File: config.mk
export PLATFORM = sky130hd
export DESIGN_NAME = rram_ctrl_top
export DESIGN_NICKNAME = d
export VERILOG_FILES = /design/src/rram_ctrl_pkg.sv /design/src/rram_seq_fsm.sv /design/src/rram_array_driver.sv /design/src/rram_adc_readout.sv /design/src/rram_ctrl_top.sv
export SDC_FILE = /design/constraint.sdc
export NUM_CORES = 1
export LEC_CHECK = 0
export BUFFER_PORTS_ARGS = -buffer_cell sky130_fd_sc_hd__buf_2
export CAP_MARGIN = 20
export CORE_ASPECT_RATIO = 0.7
export CORE_UTILIZATION = 61
export CTS_BUF_LIST = sky130_fd_sc_hd__clkbuf_16
export CTS_CLUSTER_DIAMETER = 60
export CTS_CLUSTER_SIZE = 14
export DETAILED_ROUTE_END_ITERATION = 8
export PLACE_DENSITY = 0.85
export SYNTH_ARGS = -nofsm -noshare
export SYNTH_HDL_FRONTEND = slang
export SYNTH_HIERARCHICAL = 1
export SYNTH_SLANG_ARGS = --single-unit
File: constraint.sdc
create_clock -name CLK -period 11.6 [get_ports CLK]
set_input_delay 1.74 -clock CLK [delete_from_list [all_inputs] [get_ports CLK]]
set_output_delay 1.74 -clock CLK [all_outputs]
set_load 0.02 [all_outputs]
File: src/rram_ctrl_pkg.sv
package rram_ctrl_pkg;

    // Crossbar tile geometry
    localparam int NUM_ROWS       = 16;     // Word lines
    localparam int NUM_COLS       = 128;    // Bit-line columns
    localparam int NUM_ADC        = 8;      // Shared ADCs along the tile edge
    localparam int MUX_RATIO      = 16;     // Columns behind each ADC
    localparam int ADC_WIDTH      = 4;
    localparam int DATA_WIDTH     = 64;     // Data FIFO and output FIFO word
    localparam int INSTR_WIDTH    = 4;
    localparam int OPCODE_WIDTH   = 16;
    localparam int WRITE_CYCLES   = 8;      // Length of one write polarity phase
    localparam int WORDS_PER_HALF = 4;      // 64 columns x 4b codes = 4 words

    // Derived widths
    localparam int ROW_ADDR_W  = $clog2(NUM_ROWS);
    localparam int MUX_SEL_W   = $clog2(MUX_RATIO);
    localparam int NUM_WORDS_W = $clog2(2*WORDS_PER_HALF+1);
    localparam int WORD_IDX_W  = $clog2(2*WORDS_PER_HALF);

    // Instruction codes
    localparam logic [INSTR_WIDTH-1:0] INSTR_STORE_RRAM = 4'd0;
    localparam logic [INSTR_WIDTH-1:0] INSTR_READ_RRAM  = 4'd1;

    // Bit-line drive, {minus, plus}
    localparam logic [1:0] BL_IDLE  = 2'b00;
    localparam logic [1:0] BL_PLUS  = 2'b01;
    localparam logic [1:0] BL_MINUS = 2'b10;

    typedef struct packed {
        logic [OPCODE_WIDTH-ROW_ADDR_W-3:0] unused;
        logic                               burst;  // Both halves, wraps from selected half
        logic                               half;   // 0 = cols 0..63, 1 = cols 64..127
        logic [ROW_ADDR_W-1:0]              row;
    } rram_op_t;

    typedef struct packed {
        logic [INSTR_WIDTH-1:0] instr;
        rram_op_t               op;
    } rram_instr_t;

    typedef logic [NUM_ADC-1:0][ADC_WIDTH-1:0] adc_codes_t;

    typedef struct packed {
        logic [NUM_ROWS-1:0]      wl_sel;       // One-hot row select
        logic [NUM_COLS-1:0][1:0] bl_sel;       // Per column {minus, plus}
        logic [MUX_SEL_W-1:0]     sl_mux_sel;
        logic                     wl_bias;      // 1 = write bias
        logic                     bl_bias;      // 1 = write bias
    } array_ctrl_t;

    typedef struct packed {
        logic                  load;        // Take data_dout into weight register
        logic                  load_half;
        logic                  prog;        // Write phase active
        logic                  polarity;    // 0 = positive phase, 1 = negative phase
        logic                  read;
        logic [ROW_ADDR_W-1:0] row;
        logic [MUX_SEL_W-1:0]  mux_step;
    } drive_cmd_t;

    typedef struct packed {
        logic                   capture;
        logic [MUX_SEL_W-1:0]   mux_step;
        logic                   start_drain;
        logic                   first_half;
        logic [NUM_WORDS_W-1:0] num_words;  // 4 or 8
    } scan_cmd_t;

    typedef enum logic [2:0] {
        ST_IDLE,
        ST_FETCH,
        ST_WRITE_POS,
        ST_WRITE_NEG,
        ST_SCAN,
        ST_DRAIN
    } seq_state_t;

endpackage

File: src/rram_seq_fsm.sv
`timescale 1ns/10ps

module rram_seq_fsm (
    input  logic                       CLK,
    input  logic                       rst_n,
    input  rram_ctrl_pkg::rram_instr_t instr_dout,
    input  logic                       instr_empty,
    input  logic                       data_empty,
    input  logic                       drain_done,     // One-cycle pulse from readout
    output logic                       instr_pop,
    output logic                       data_pop,
    output rram_ctrl_pkg::drive_cmd_t  drive,
    output rram_ctrl_pkg::scan_cmd_t   scan
);

    import rram_ctrl_pkg::*;

    seq_state_t           state_q;
    rram_op_t             op_q;         // Operand of the instruction in flight
    logic [MUX_SEL_W-1:0] cnt_q;        // Write cycle or mux step
    logic                 word_q;       // Second word of a burst store
    logic                 phase_end;
    logic                 scan_end;

    assign phase_end = (cnt_q == MUX_SEL_W'(WRITE_CYCLES-1));
    assign scan_end  = (cnt_q == MUX_SEL_W'(MUX_RATIO-1));

    // FIFO pops go out in the cycle the entry is consumed
    assign instr_pop = (state_q == ST_IDLE) && !instr_empty;
    assign data_pop  = (state_q == ST_FETCH) && !data_empty;

    always_ff @(posedge CLK) begin
        if (!rst_n) begin
            state_q <= ST_IDLE;
            cnt_q   <= '0;
            word_q  <= 1'b0;
        end else begin
            case (state_q)
                ST_IDLE: begin
                    cnt_q  <= '0;
                    word_q <= 1'b0;
                    if (!instr_empty) begin
                        case (instr_dout.instr)
                            INSTR_STORE_RRAM: state_q <= ST_FETCH;
                            INSTR_READ_RRAM:  state_q <= ST_SCAN;
                            default:          state_q <= ST_IDLE;  // Unknown code is dropped
                        endcase
                    end
                end
                ST_FETCH: begin
                    if (!data_empty) begin  // Word is loaded on this edge
                        state_q <= ST_WRITE_POS;
                        cnt_q   <= '0;
                    end
                end
                ST_WRITE_POS: begin
                    cnt_q <= cnt_q + 1'b1;
                    if (phase_end) begin
                        state_q <= ST_WRITE_NEG;
                        cnt_q   <= '0;
                    end
                end
                ST_WRITE_NEG: begin
                    cnt_q <= cnt_q + 1'b1;
                    if (phase_end) begin
                        cnt_q <= '0;
                        if (op_q.burst && !word_q) begin
                            word_q  <= 1'b1;    // Other half next
                            state_q <= ST_FETCH;
                        end else begin
                            state_q <= ST_IDLE;
                        end
                    end
                end
                ST_SCAN: begin
                    cnt_q <= cnt_q + 1'b1;      // Wraps to 0 after step 15
                    if (scan_end)
                        state_q <= ST_DRAIN;
                end
                ST_DRAIN: begin
                    if (drain_done)
                        state_q <= ST_IDLE;
                end
                default: state_q <= ST_IDLE;
            endcase
        end
    end

    // Operand of the popped instruction, held until the next pop
    always_ff @(posedge CLK) begin
        if (instr_pop)
            op_q <= instr_dout.op;
    end

    always_comb begin
        drive.load      = data_pop;
        drive.load_half = op_q.half ^ word_q;
        drive.prog      = (state_q == ST_WRITE_POS) || (state_q == ST_WRITE_NEG);
        drive.polarity  = (state_q == ST_WRITE_NEG);
        drive.read      = (state_q == ST_SCAN);
        drive.row       = op_q.row;
        drive.mux_step  = cnt_q;

        scan.capture     = (state_q == ST_SCAN);
        scan.mux_step    = cnt_q;
        scan.start_drain = (state_q == ST_SCAN) && scan_end;   // Last capture edge
        scan.first_half  = op_q.half;
        scan.num_words   = op_q.burst ? NUM_WORDS_W'(2*WORDS_PER_HALF)
                                      : NUM_WORDS_W'(WORDS_PER_HALF);
    end

endmodule

File: src/rram_array_driver.sv
`timescale 1ns/10ps

module rram_array_driver (
    input  logic                                 CLK,
    input  logic                                 rst_n,
    input  rram_ctrl_pkg::drive_cmd_t            drive,
    input  logic [rram_ctrl_pkg::DATA_WIDTH-1:0] data_dout,
    output rram_ctrl_pkg::array_ctrl_t           array_ctrl
);

    import rram_ctrl_pkg::*;

    logic [NUM_COLS-1:0] weight_q;  // Target conductance state per column
    logic [NUM_COLS-1:0] col_en_q;  // Columns taking part in programming

    // Weight register, one half per load
    always_ff @(posedge CLK) begin
        if (drive.load)
            weight_q[{drive.load_half, 6'b0} +: DATA_WIDTH] <= data_dout;
    end

    // Column enable follows the last loaded half only
    always_ff @(posedge CLK) begin
        if (!rst_n) begin
            col_en_q <= '0;
        end else if (drive.load) begin
            for (int c = 0; c < NUM_COLS; c++)
                col_en_q[c] <= ((c >= DATA_WIDTH) == drive.load_half);
        end
    end

    always_comb begin
        array_ctrl.wl_sel     = '0;
        array_ctrl.sl_mux_sel = '0;
        array_ctrl.wl_bias    = 1'b0;     // Read bias
        array_ctrl.bl_bias    = 1'b0;
        for (int c = 0; c < NUM_COLS; c++)
            array_ctrl.bl_sel[c] = BL_IDLE;

        if (drive.prog) begin
            array_ctrl.wl_sel[drive.row] = 1'b1;
            array_ctrl.wl_bias           = 1'b1;
            array_ctrl.bl_bias           = 1'b1;
            for (int c = 0; c < NUM_COLS; c++) begin
                if (col_en_q[c]) begin
                    if (!drive.polarity && weight_q[c])
                        array_ctrl.bl_sel[c] = BL_PLUS;     // SET cells holding 1
                    else if (drive.polarity && !weight_q[c])
                        array_ctrl.bl_sel[c] = BL_MINUS;    // RESET cells holding 0
                end
            end
        end else if (drive.read) begin
            array_ctrl.wl_sel[drive.row] = 1'b1;
            array_ctrl.sl_mux_sel        = drive.mux_step;  // Not registered, same-cycle mux
            // One column per ADC group is biased
            for (int a = 0; a < NUM_ADC; a++)
                array_ctrl.bl_sel[a*MUX_RATIO + int'(drive.mux_step)] = BL_PLUS;
        end
    end

endmodule

File: src/rram_adc_readout.sv
`timescale 1ns/10ps

module rram_adc_readout (
    input  logic                                 CLK,
    input  logic                                 rst_n,
    input  rram_ctrl_pkg::scan_cmd_t             scan,
    input  rram_ctrl_pkg::adc_codes_t            adc_codes,
    input  logic                                 out_full,
    output logic                                 out_push,
    output logic [rram_ctrl_pkg::DATA_WIDTH-1:0] out_din,
    output logic                                 drain_done
);

    import rram_ctrl_pkg::*;

    logic [NUM_COLS-1:0][ADC_WIDTH-1:0] code_buf;   // One code per column
    logic                               draining_q;
    logic [WORD_IDX_W-1:0]              word_idx_q;
    logic                               first_half_q;
    logic [NUM_WORDS_W-1:0]             num_words_q;
    logic                               done_q;
    logic                               word_half;
    logic [6:0]                         word_base;   // First column of current word
    logic                               last_word;

    // Column c sits behind ADC c/16 at mux step c%16
    always_ff @(posedge CLK) begin
        if (scan.capture) begin
            for (int a = 0; a < NUM_ADC; a++)
                code_buf[a*MUX_RATIO + int'(scan.mux_step)] <= adc_codes[a];
        end
    end

    // Upper index bit moves to the other half on a burst
    assign word_half = first_half_q ^ word_idx_q[WORD_IDX_W-1];
    assign word_base = {word_half, word_idx_q[WORD_IDX_W-2:0], 4'b0000};
    assign last_word = ({1'b0, word_idx_q} == num_words_q - NUM_WORDS_W'(1));

    assign out_din    = code_buf[word_base +: DATA_WIDTH/ADC_WIDTH];  // Lowest column in low nibble
    assign out_push   = draining_q && !out_full;     // Word held while full
    assign drain_done = done_q;

    always_ff @(posedge CLK) begin
        if (!rst_n) begin
            draining_q <= 1'b0;
            word_idx_q <= '0;
            done_q     <= 1'b0;
        end else begin
            done_q <= 1'b0;
            if (scan.start_drain) begin
                draining_q <= 1'b1;
                word_idx_q <= '0;
            end else if (out_push) begin
                word_idx_q <= word_idx_q + 1'b1;
                if (last_word) begin
                    draining_q <= 1'b0;
                    done_q     <= 1'b1;  // Pulse in the cycle after the last push
                end
            end
        end
    end

    // Drain parameters, taken with the start
    always_ff @(posedge CLK) begin
        if (scan.start_drain) begin
            first_half_q <= scan.first_half;
            num_words_q  <= scan.num_words;
        end
    end

endmodule

File: src/rram_ctrl_top.sv
`timescale 1ns/10ps

module rram_ctrl_top (
    input  logic                                CLK,
    input  logic                                rst_n,
    // Instruction FIFO, show-ahead
    input  rram_ctrl_pkg::rram_instr_t          instr_dout,
    input  logic                                instr_empty,
    output logic                                instr_pop,
    // Input data FIFO, show-ahead
    input  logic [rram_ctrl_pkg::DATA_WIDTH-1:0] data_dout,
    input  logic                                data_empty,
    output logic                                data_pop,
    // Output FIFO
    input  logic                                out_full,
    output logic                                out_push,
    output logic [rram_ctrl_pkg::DATA_WIDTH-1:0] out_din,
    // Crossbar
    input  rram_ctrl_pkg::adc_codes_t           adc_codes,
    output rram_ctrl_pkg::array_ctrl_t          array_ctrl
);

    import rram_ctrl_pkg::*;

    drive_cmd_t drive;      // Sequencer to array driver
    scan_cmd_t  scan;       // Sequencer to ADC readout
    logic       drain_done;

    rram_seq_fsm rram_seq_fsm_i (
        .CLK         (CLK),
        .rst_n       (rst_n),
        .instr_dout  (instr_dout),
        .instr_empty (instr_empty),
        .data_empty  (data_empty),
        .drain_done  (drain_done),
        .instr_pop   (instr_pop),
        .data_pop    (data_pop),
        .drive       (drive),
        .scan        (scan)
    );

    rram_array_driver rram_array_driver_i (
        .CLK        (CLK),
        .rst_n      (rst_n),
        .drive      (drive),
        .data_dout  (data_dout),
        .array_ctrl (array_ctrl)
    );

    rram_adc_readout rram_adc_readout_i (
        .CLK        (CLK),
        .rst_n      (rst_n),
        .scan       (scan),
        .adc_codes  (adc_codes),
        .out_full   (out_full),
        .out_push   (out_push),
        .out_din    (out_din),
        .drain_done (drain_done)
    );

endmodule

==> results of run 1 <==
[logic make-up (layout without fill, tap and decap cells)]
kind of cell    after synthesis  after routing  share of synthesized area (%)
compound gates              157            157                           4.36
xor+xnor                      8              8                          0.276
fa+ha+maj                     3              3                          0.134
buf+inv                     197            639                           3.26
flops                       666            666                           70.6
mux                         193            193                           12.9
other cells                   1             13                         0.0133
simple gates                444            444                           8.44
[power by group through the flow]
stage	sequential (µW)	clock [µW]	combinational (µW)
finish	2650	1620	112
global route	2650	1720	119
CTS	2650	1640	109
detailed placement	2700	0	109
global placement	2700	0	105
floorplan	2700	0	42.7
[registers in the layout (all words and copies together) (netlist names), 2 cells and up]
signal and cells:
rram_adc_readout_i/code_buf 512, rram_adc_readout_i/num_words_q 4, rram_seq_fsm_i/drive 4, rram_array_driver_i/col_en_q 2, rram_seq_fsm_i/state_q 3, rram_array_driver_i/weight_q 128
rram_seq_fsm_i/cnt_q 4, rram_adc_readout_i/word_idx_q 3
[worst min-delay path by stage]
stage / startpoint / end / slack, ps
finish: rram_seq_fsm_i/op_q[5] / rram_adc_readout_i/num_words_q[3] / 550
global route: rram_seq_fsm_i/op_q[5] / rram_adc_readout_i/num_words_q[3] / 570
global placement: rram_seq_fsm_i/op_q[5] / rram_adc_readout_i/num_words_q[3] / 520
CTS: rram_seq_fsm_i/op_q[5] / rram_adc_readout_i/num_words_q[3] / 550
detailed placement: rram_seq_fsm_i/op_q[5] / rram_adc_readout_i/num_words_q[3] / 530
floorplan: rram_seq_fsm_i/scan[4] / rram_adc_readout_i/first_half_q / 450
[final cells by class]
type,count,area (µm²),share of cell area (%)
flip-flops and latches,666,19900,61.3
multi-input cells,807,7390,22.8
repair buffers,498,2630,8.13
clock buffers,54,1350,4.17
well taps,603,754,2.33
inverters,72,270,0.835
clock inverters,15,88.8,0.274
diodes,11,27.5,0.0850
[per-layer routing]
| metal | global-route usage (%) | routed length (µm) |
|---|---|---|
| met5 | 0 | 149 |
| met4 | 15.6 | 3590 |
| met3 | 8.70 | 10100 |
| met1 | 46.1 | 28000 |
| met2 | 49.2 | 35800 |
[cells in the final DEF (no fill, tap or decap), types with 4 or more instances in the layout]
master     count
o21ai_0        6
nand3_1        6
o22ai_1       55
mux2_2        64
o2bb2ai_1     60
nand2b_1      11
inv_1         83
clkbuf_16     54
edfxtp_1     651
buf_2        455
xor2_1         5
nor2b_1       69
dfxtp_1       13
nor3_1        18
diode_2       11
nand2_1        9
buf_4         41
a21oi_1        5
nor2_1       155
a2bb2o_1       4
mux4_2       128
o22ai_2       10
and2_1       149
[metrics by stage]
stage / area [µm²] / hold slack (ps)
2_1_floorplan: 28100 / 447
3_3_place_gp: 30900 / 523
3_5_place_dp: 30900 / 528
4_1_cts: 32300 / 547
5_1_grt: 32400 / 568
6_report: 32400 / 553
==> metrics.cfg, run 1 <==
[clock_network]
cts-root-buf = clkbuf_16
cts_tree = built
cts.sinks = 666
post_cts_resized = 0
numCtsBuffers = 53
htreeDepth = 2
clk_latency_ps = 610
post_cts_buffers = 0
clkTransAtPathRegs_ps = 70
postCtsHoldBufs = 0
clk_path_buf_depth = 3

[timing]
fmaxAchievable_mhz = 177
finalMaxSlewViolations = 0
setup_ws_ps = 5950
finalSetupViolations = 0
fin_skew_ps = 19.9
rsz0062_at_grt = false
max_slew.worst_pin.slew_ps = 1150
post-route-period-util_pct = 48.7
period_minus_slack_ps = 5650
finalHoldViolCount = 0
finalSetupTns_ps = 0
relSlewSlack_pct = 23.2

[global_route]
grt_pass1_wl_um = 111000
grt_pass1_vias = 17300
grt_max_degree = 131
grt_overflow_total = 0
antenna_found_initial = 28
grt_usage_pct = 33.0

[setup_path]
crit_path_max_incr_delay_ps = 680
end_kind = output port
path_depth = 6
worstPathMaxFanout = 32
r2r_slack_ps = 8150
r2r_end = rram_adc_readout_i/code_buf[511]
cp.required_ps = 9860
crit_family = buffers and inverters
cp_num_buf_inv = 3
cp-startpoint = rram_seq_fsm_i/state_q[2]
critPathSlowestCell = inv_1
worst_ep_arrival_time_ps = 3910
cp-endpoint = array_ctrl[248]
critPathKind = reg -> out
cp-start-kind = register
timing.rr.start = rram_seq_fsm_i/cnt_q[0]
cp_cell_sequence = or3b_1, inv_1, or4b_1, buf_4, o2bb2ai_1, buf_2
ff2ff_path_depth = 4

[yosys]
synth_area_leaders = edfxtp_1 70%, mux4_2 10%, and2_1 3.3%
synth-edff-count = 651
ys_seq_area_share_pct = 70.6
ys_ff_latch = 666
ys.flop_type = edfxtp_1
async_reset_ff_share_pct = 0
yosys-top-cells-count = 651 x edfxtp_1, 155 x nor2_1, 150 x and2_1, 128 x mux4_2, 72 x inv_1
synth_cell_types = 55
ys_warn_count = 6
syn_area_um2 = 28100
synth_top_area_cell = edfxtp_1
yosysMostFrequentCell = edfxtp_1
synth.top_cell.area_share_pct = 69.6
avgSynthCellArea_um2 = 16.8
netlist_instances = 1669

[pwr]
powerDensity_nw_per_um2 = 135
clkPwrFrac_pct = 37.1
p_seq_share_pct = 60.4
irDropWorstVdd_mv = 0.153
p_sw_share_pct = 20.1
p_sw_uw = 880
pwr-share-comb_pct = 2.6
finalPower_uw = 4380
p_leak_uw = 0.0118
internal_power_uw = 3500

[die]
ioPinCount = 466
num_rows = 65
die_y_um = 182
die_w_um = 259
die_area_um2 = 46900
core_um2 = 45200
start_util_pct = 62.1

[place]
routabilityCongestion = 0.944
io_buffers = 455
dp_slack_ps = 6740
placedCellCount = 2645
post-dp-hpwl_um = 48900

[min_path]
holdPathStages = 0
min_path_type = reg -> reg

[final_layout]
fill_cells = 2809
areaGrowthSynthToFinish_pct = 15.2
finalNonFillerCells = 2726
final_util_pct = 71.6
drive_gt1_share_pct = 36.5
nets = 2222

[drt]
drt-total-wl_um = 77600
vias = 17447
ant_nets = 0
wl_per_cell_um = 28.5
viasPerCell = 6.40
drc = 0
initialDrtViolationCount = 2496
dr.pass1.iters = 8

[outcome]
outcome = complete, no violations

[job]
maxCapViolations = 0

Power figures use the tool's default switching activity.
==> run 2, diff against run 1 <==
Settings changed: CORE_UTILIZATION 61 to 57, PLACE_DENSITY 0.85 to 0.81.
Clock period 11.6 ns to 5.3 ns, I/O delays scaled along.
==> run 2 against run 1 <==
  * Critical path depth is 1 higher
  * Register-to-register slack worse by 6200 ps
  * First-iteration DRC count is 15% lower
  * Core utilization fell by 4.1 points
  * Clock skew fell by 8.0 ps
  * Largest power group unchanged
==> metrics.cfg, run 2 (same netlist as run 1, synthesis figures left out) <==
[clock_network]
clk_path_buf_depth = 3  ; unchanged
post_cts_buffers = 0  ; unchanged
htreeDepth = 2  ; unchanged
numCtsBuffers = 53  ; unchanged
cts_tree = built  ; unchanged
post_cts_resized = 0  ; unchanged
cts.sinks = 666  ; unchanged
cts-root-buf = clkbuf_16  ; unchanged
postCtsHoldBufs = 0  ; unchanged
clk_latency_ps = 600  ; was 610 ps
clkTransAtPathRegs_ps = 70  ; about the same

[die]
ioPinCount = 466  ; unchanged
start_util_pct = 58.2  ; was 62.1%
die_area_um2 = 50200  ; was 46900 µm²
core_um2 = 48300  ; was 45200 µm²
num_rows = 67  ; was 65
die_y_um = 188  ; was 182 µm
die_w_um = 267  ; was 259 µm

[setup_path]
timing.rr.start = rram_seq_fsm_i/cnt_q[3]  ; was rram_seq_fsm_i/cnt_q[0]
path_depth = 7  ; was 6
cp_num_buf_inv = 3  ; unchanged
worstPathMaxFanout = 34  ; was 32
worst_ep_arrival_time_ps = 3720  ; was 3910 ps
crit_path_max_incr_delay_ps = 890  ; was 680 ps
critPathSlowestCell = and3b_2  ; was inv_1
cp_cell_sequence = nand2b_1, inv_1, and2_1, and3b_2, buf_4, o2bb2ai_1, buf_2  ; was or3b_1, inv_1, or4b_1, buf_4, o2bb2ai_1, buf_2
crit_family = simple AND/OR/NAND/NOR gates  ; was buffers and inverters
critPathKind = reg -> out  ; unchanged
cp-startpoint = rram_seq_fsm_i/state_q[2]  ; unchanged
cp-endpoint = array_ctrl[258]  ; was array_ctrl[248]
r2r_slack_ps = 1940  ; was 8150 ps
cp.required_ps = 4510  ; was 9860 ps
ff2ff_path_depth = 4  ; unchanged
cp-start-kind = register  ; unchanged
r2r_end = rram_adc_readout_i/code_buf[62]  ; was rram_adc_readout_i/code_buf[511]
end_kind = output port  ; unchanged

[global_route]
grt_usage_pct = 31.8  ; was 33.0%
grt_pass1_vias = 16776  ; was 17300
antenna_found_initial = 15  ; was 28
grt_pass1_wl_um = 114000  ; was 111000 µm
grt_overflow_total = 0  ; unchanged
grt_max_degree = 110  ; was 131

[place]
post-dp-hpwl_um = 52300  ; was 48900 µm
io_buffers = 455  ; unchanged
place_area_um2 = 31100  ; was 30900 µm²
routabilityCongestion = 0.966  ; was 0.944

[timing]
max_slew.worst_pin.slew_ps = 1210  ; was 1150 ps
whs_ps = 371  ; was 553 ps
finalSetupViolations = 0  ; unchanged
rsz0062_at_grt = false  ; unchanged
finalMaxSlewViolations = 0  ; unchanged
finalHoldViolCount = 0  ; unchanged
fin_skew_ps = 11.9  ; was 19.9 ps
fmaxAchievable_mhz = 222
post-route-period-util_pct = 85.2
period_minus_slack_ps = 4510
relSlewSlack_pct = 18.7  ; was 23.2%
finalSetupTns_ps = 0  ; unchanged

[drt]
initialDrtViolationCount = 2117  ; was 2496
dr.pass1.iters = 5  ; was 8
drc = 0  ; unchanged
vias = 17129  ; was 17447
viasPerCell = 6.13  ; was 6.40
ant_nets = 0  ; unchanged
wl_per_cell_um = 28.5  ; about the same
drt-total-wl_um = 79700  ; was 77600 µm

[pwr]
irDropWorstVdd_mv = 0.289  ; was 0.153 mV
p_leak_uw = 0.0120  ; was 0.0118 µW
powerDensity_nw_per_um2 = 295  ; was 135 nW/µm²
finalPower_uw = 9610  ; was 4380 µW

[final_layout]
nets = 2230  ; was 2222
final_cell_mix = 651 x edfxtp_1, 455 x buf_2, 155 x nor2_1, 149 x and2_1, 128 x mux4_2  ; unchanged
fill_cells = 3265  ; was 2809
final_util_pct = 67.5  ; was 71.6%
largest_reg_flops = 512  ; unchanged
final_common_cell = edfxtp_1  ; unchanged
top_register = rram_adc_readout_i/code_buf  ; unchanged
final_area_um2 = 32600  ; was 32400 µm²
drive_gt1_share_pct = 36.6  ; was 36.5%
top_regs = rram_adc_readout_i/code_buf x512, rram_array_driver_i/weight_q x128  ; unchanged
areaGrowthSynthToFinish_pct = 16.0  ; was 15.2%

[job]
maxCapViolations = 0  ; unchanged

[outcome]
outcome = complete, no violations  ; unchanged

[min_path]
min_path_type = in -> reg  ; was reg -> reg

==> run 2: worst min path at each step <==
stage | cells past startpoint | slack, ps | endpoint | from
3_5_place_dp | 0 | 530 | rram_adc_readout_i/num_words_q[3] | rram_seq_fsm_i/op_q[5]
4_1_cts | 1 | 350 | rram_seq_fsm_i/drive[4] | instr_dout[0]
5_1_grt | 1 | 360 | rram_seq_fsm_i/drive[5] | instr_dout[1]
3_3_place_gp | 0 | 510 | rram_adc_readout_i/num_words_q[3] | rram_seq_fsm_i/op_q[5]
6_report | 1 | 370 | rram_seq_fsm_i/op_q[5] | instr_dout[5]
2_1_floorplan | 0 | 450 | rram_adc_readout_i/first_half_q | rram_seq_fsm_i/scan[4]
==> run 2: per-stage QoR <==
| step | std cells | worst slack (ps) |
|---|---|---|
| final | 2795 | 786 |
| after detailed placement | 2705 | 1530 |
| after floorplan | 1670 | 276 |
| after global routing | 2788 | 715 |
| after global placement | 2704 | 1620 |
| after CTS | 2785 | 885 |
==> run 2: cell type report <==
| cell class | instances | area [µm²] | share of cell area, % |
|---|---|---|---|
| Sequential cell | 666 | 19900 | 60.9 |
| Multi-Input combinational cell | 807 | 7400 | 22.7 |
| Timing Repair Buffer | 506 | 2750 | 8.44 |
| Clock buffer | 53 | 1330 | 4.07 |
| Tap cell | 655 | 820 | 2.51 |
| Inverter | 72 | 270 | 0.829 |
| Clock inverter | 27 | 160 | 0.491 |
| Antenna cell | 9 | 22.5 | 0.0691 |
==> run 2: layer usage <==
metal | vias up | track usage [%] | part of all wire [%]
li1 | 7239 | - | -
met1 | 8769 | 46.8 | 40
met2 | 976 | 48.3 | 46
met3 | 135 | 7.70 | 11
met4 | 10 | 7.63 | 2.4
met5 | - | 0 | 0.087
==> run 2: power by group <==
group | leakage (µW) | internal, µW | total [µW] | switching (µW)
logic | 0.00517 | 72.4 | 241 | 168
clock network | 0.000803 | 1800 | 3580 | 1770
registers | 0.00600 | 5780 | 5790 | 12.5
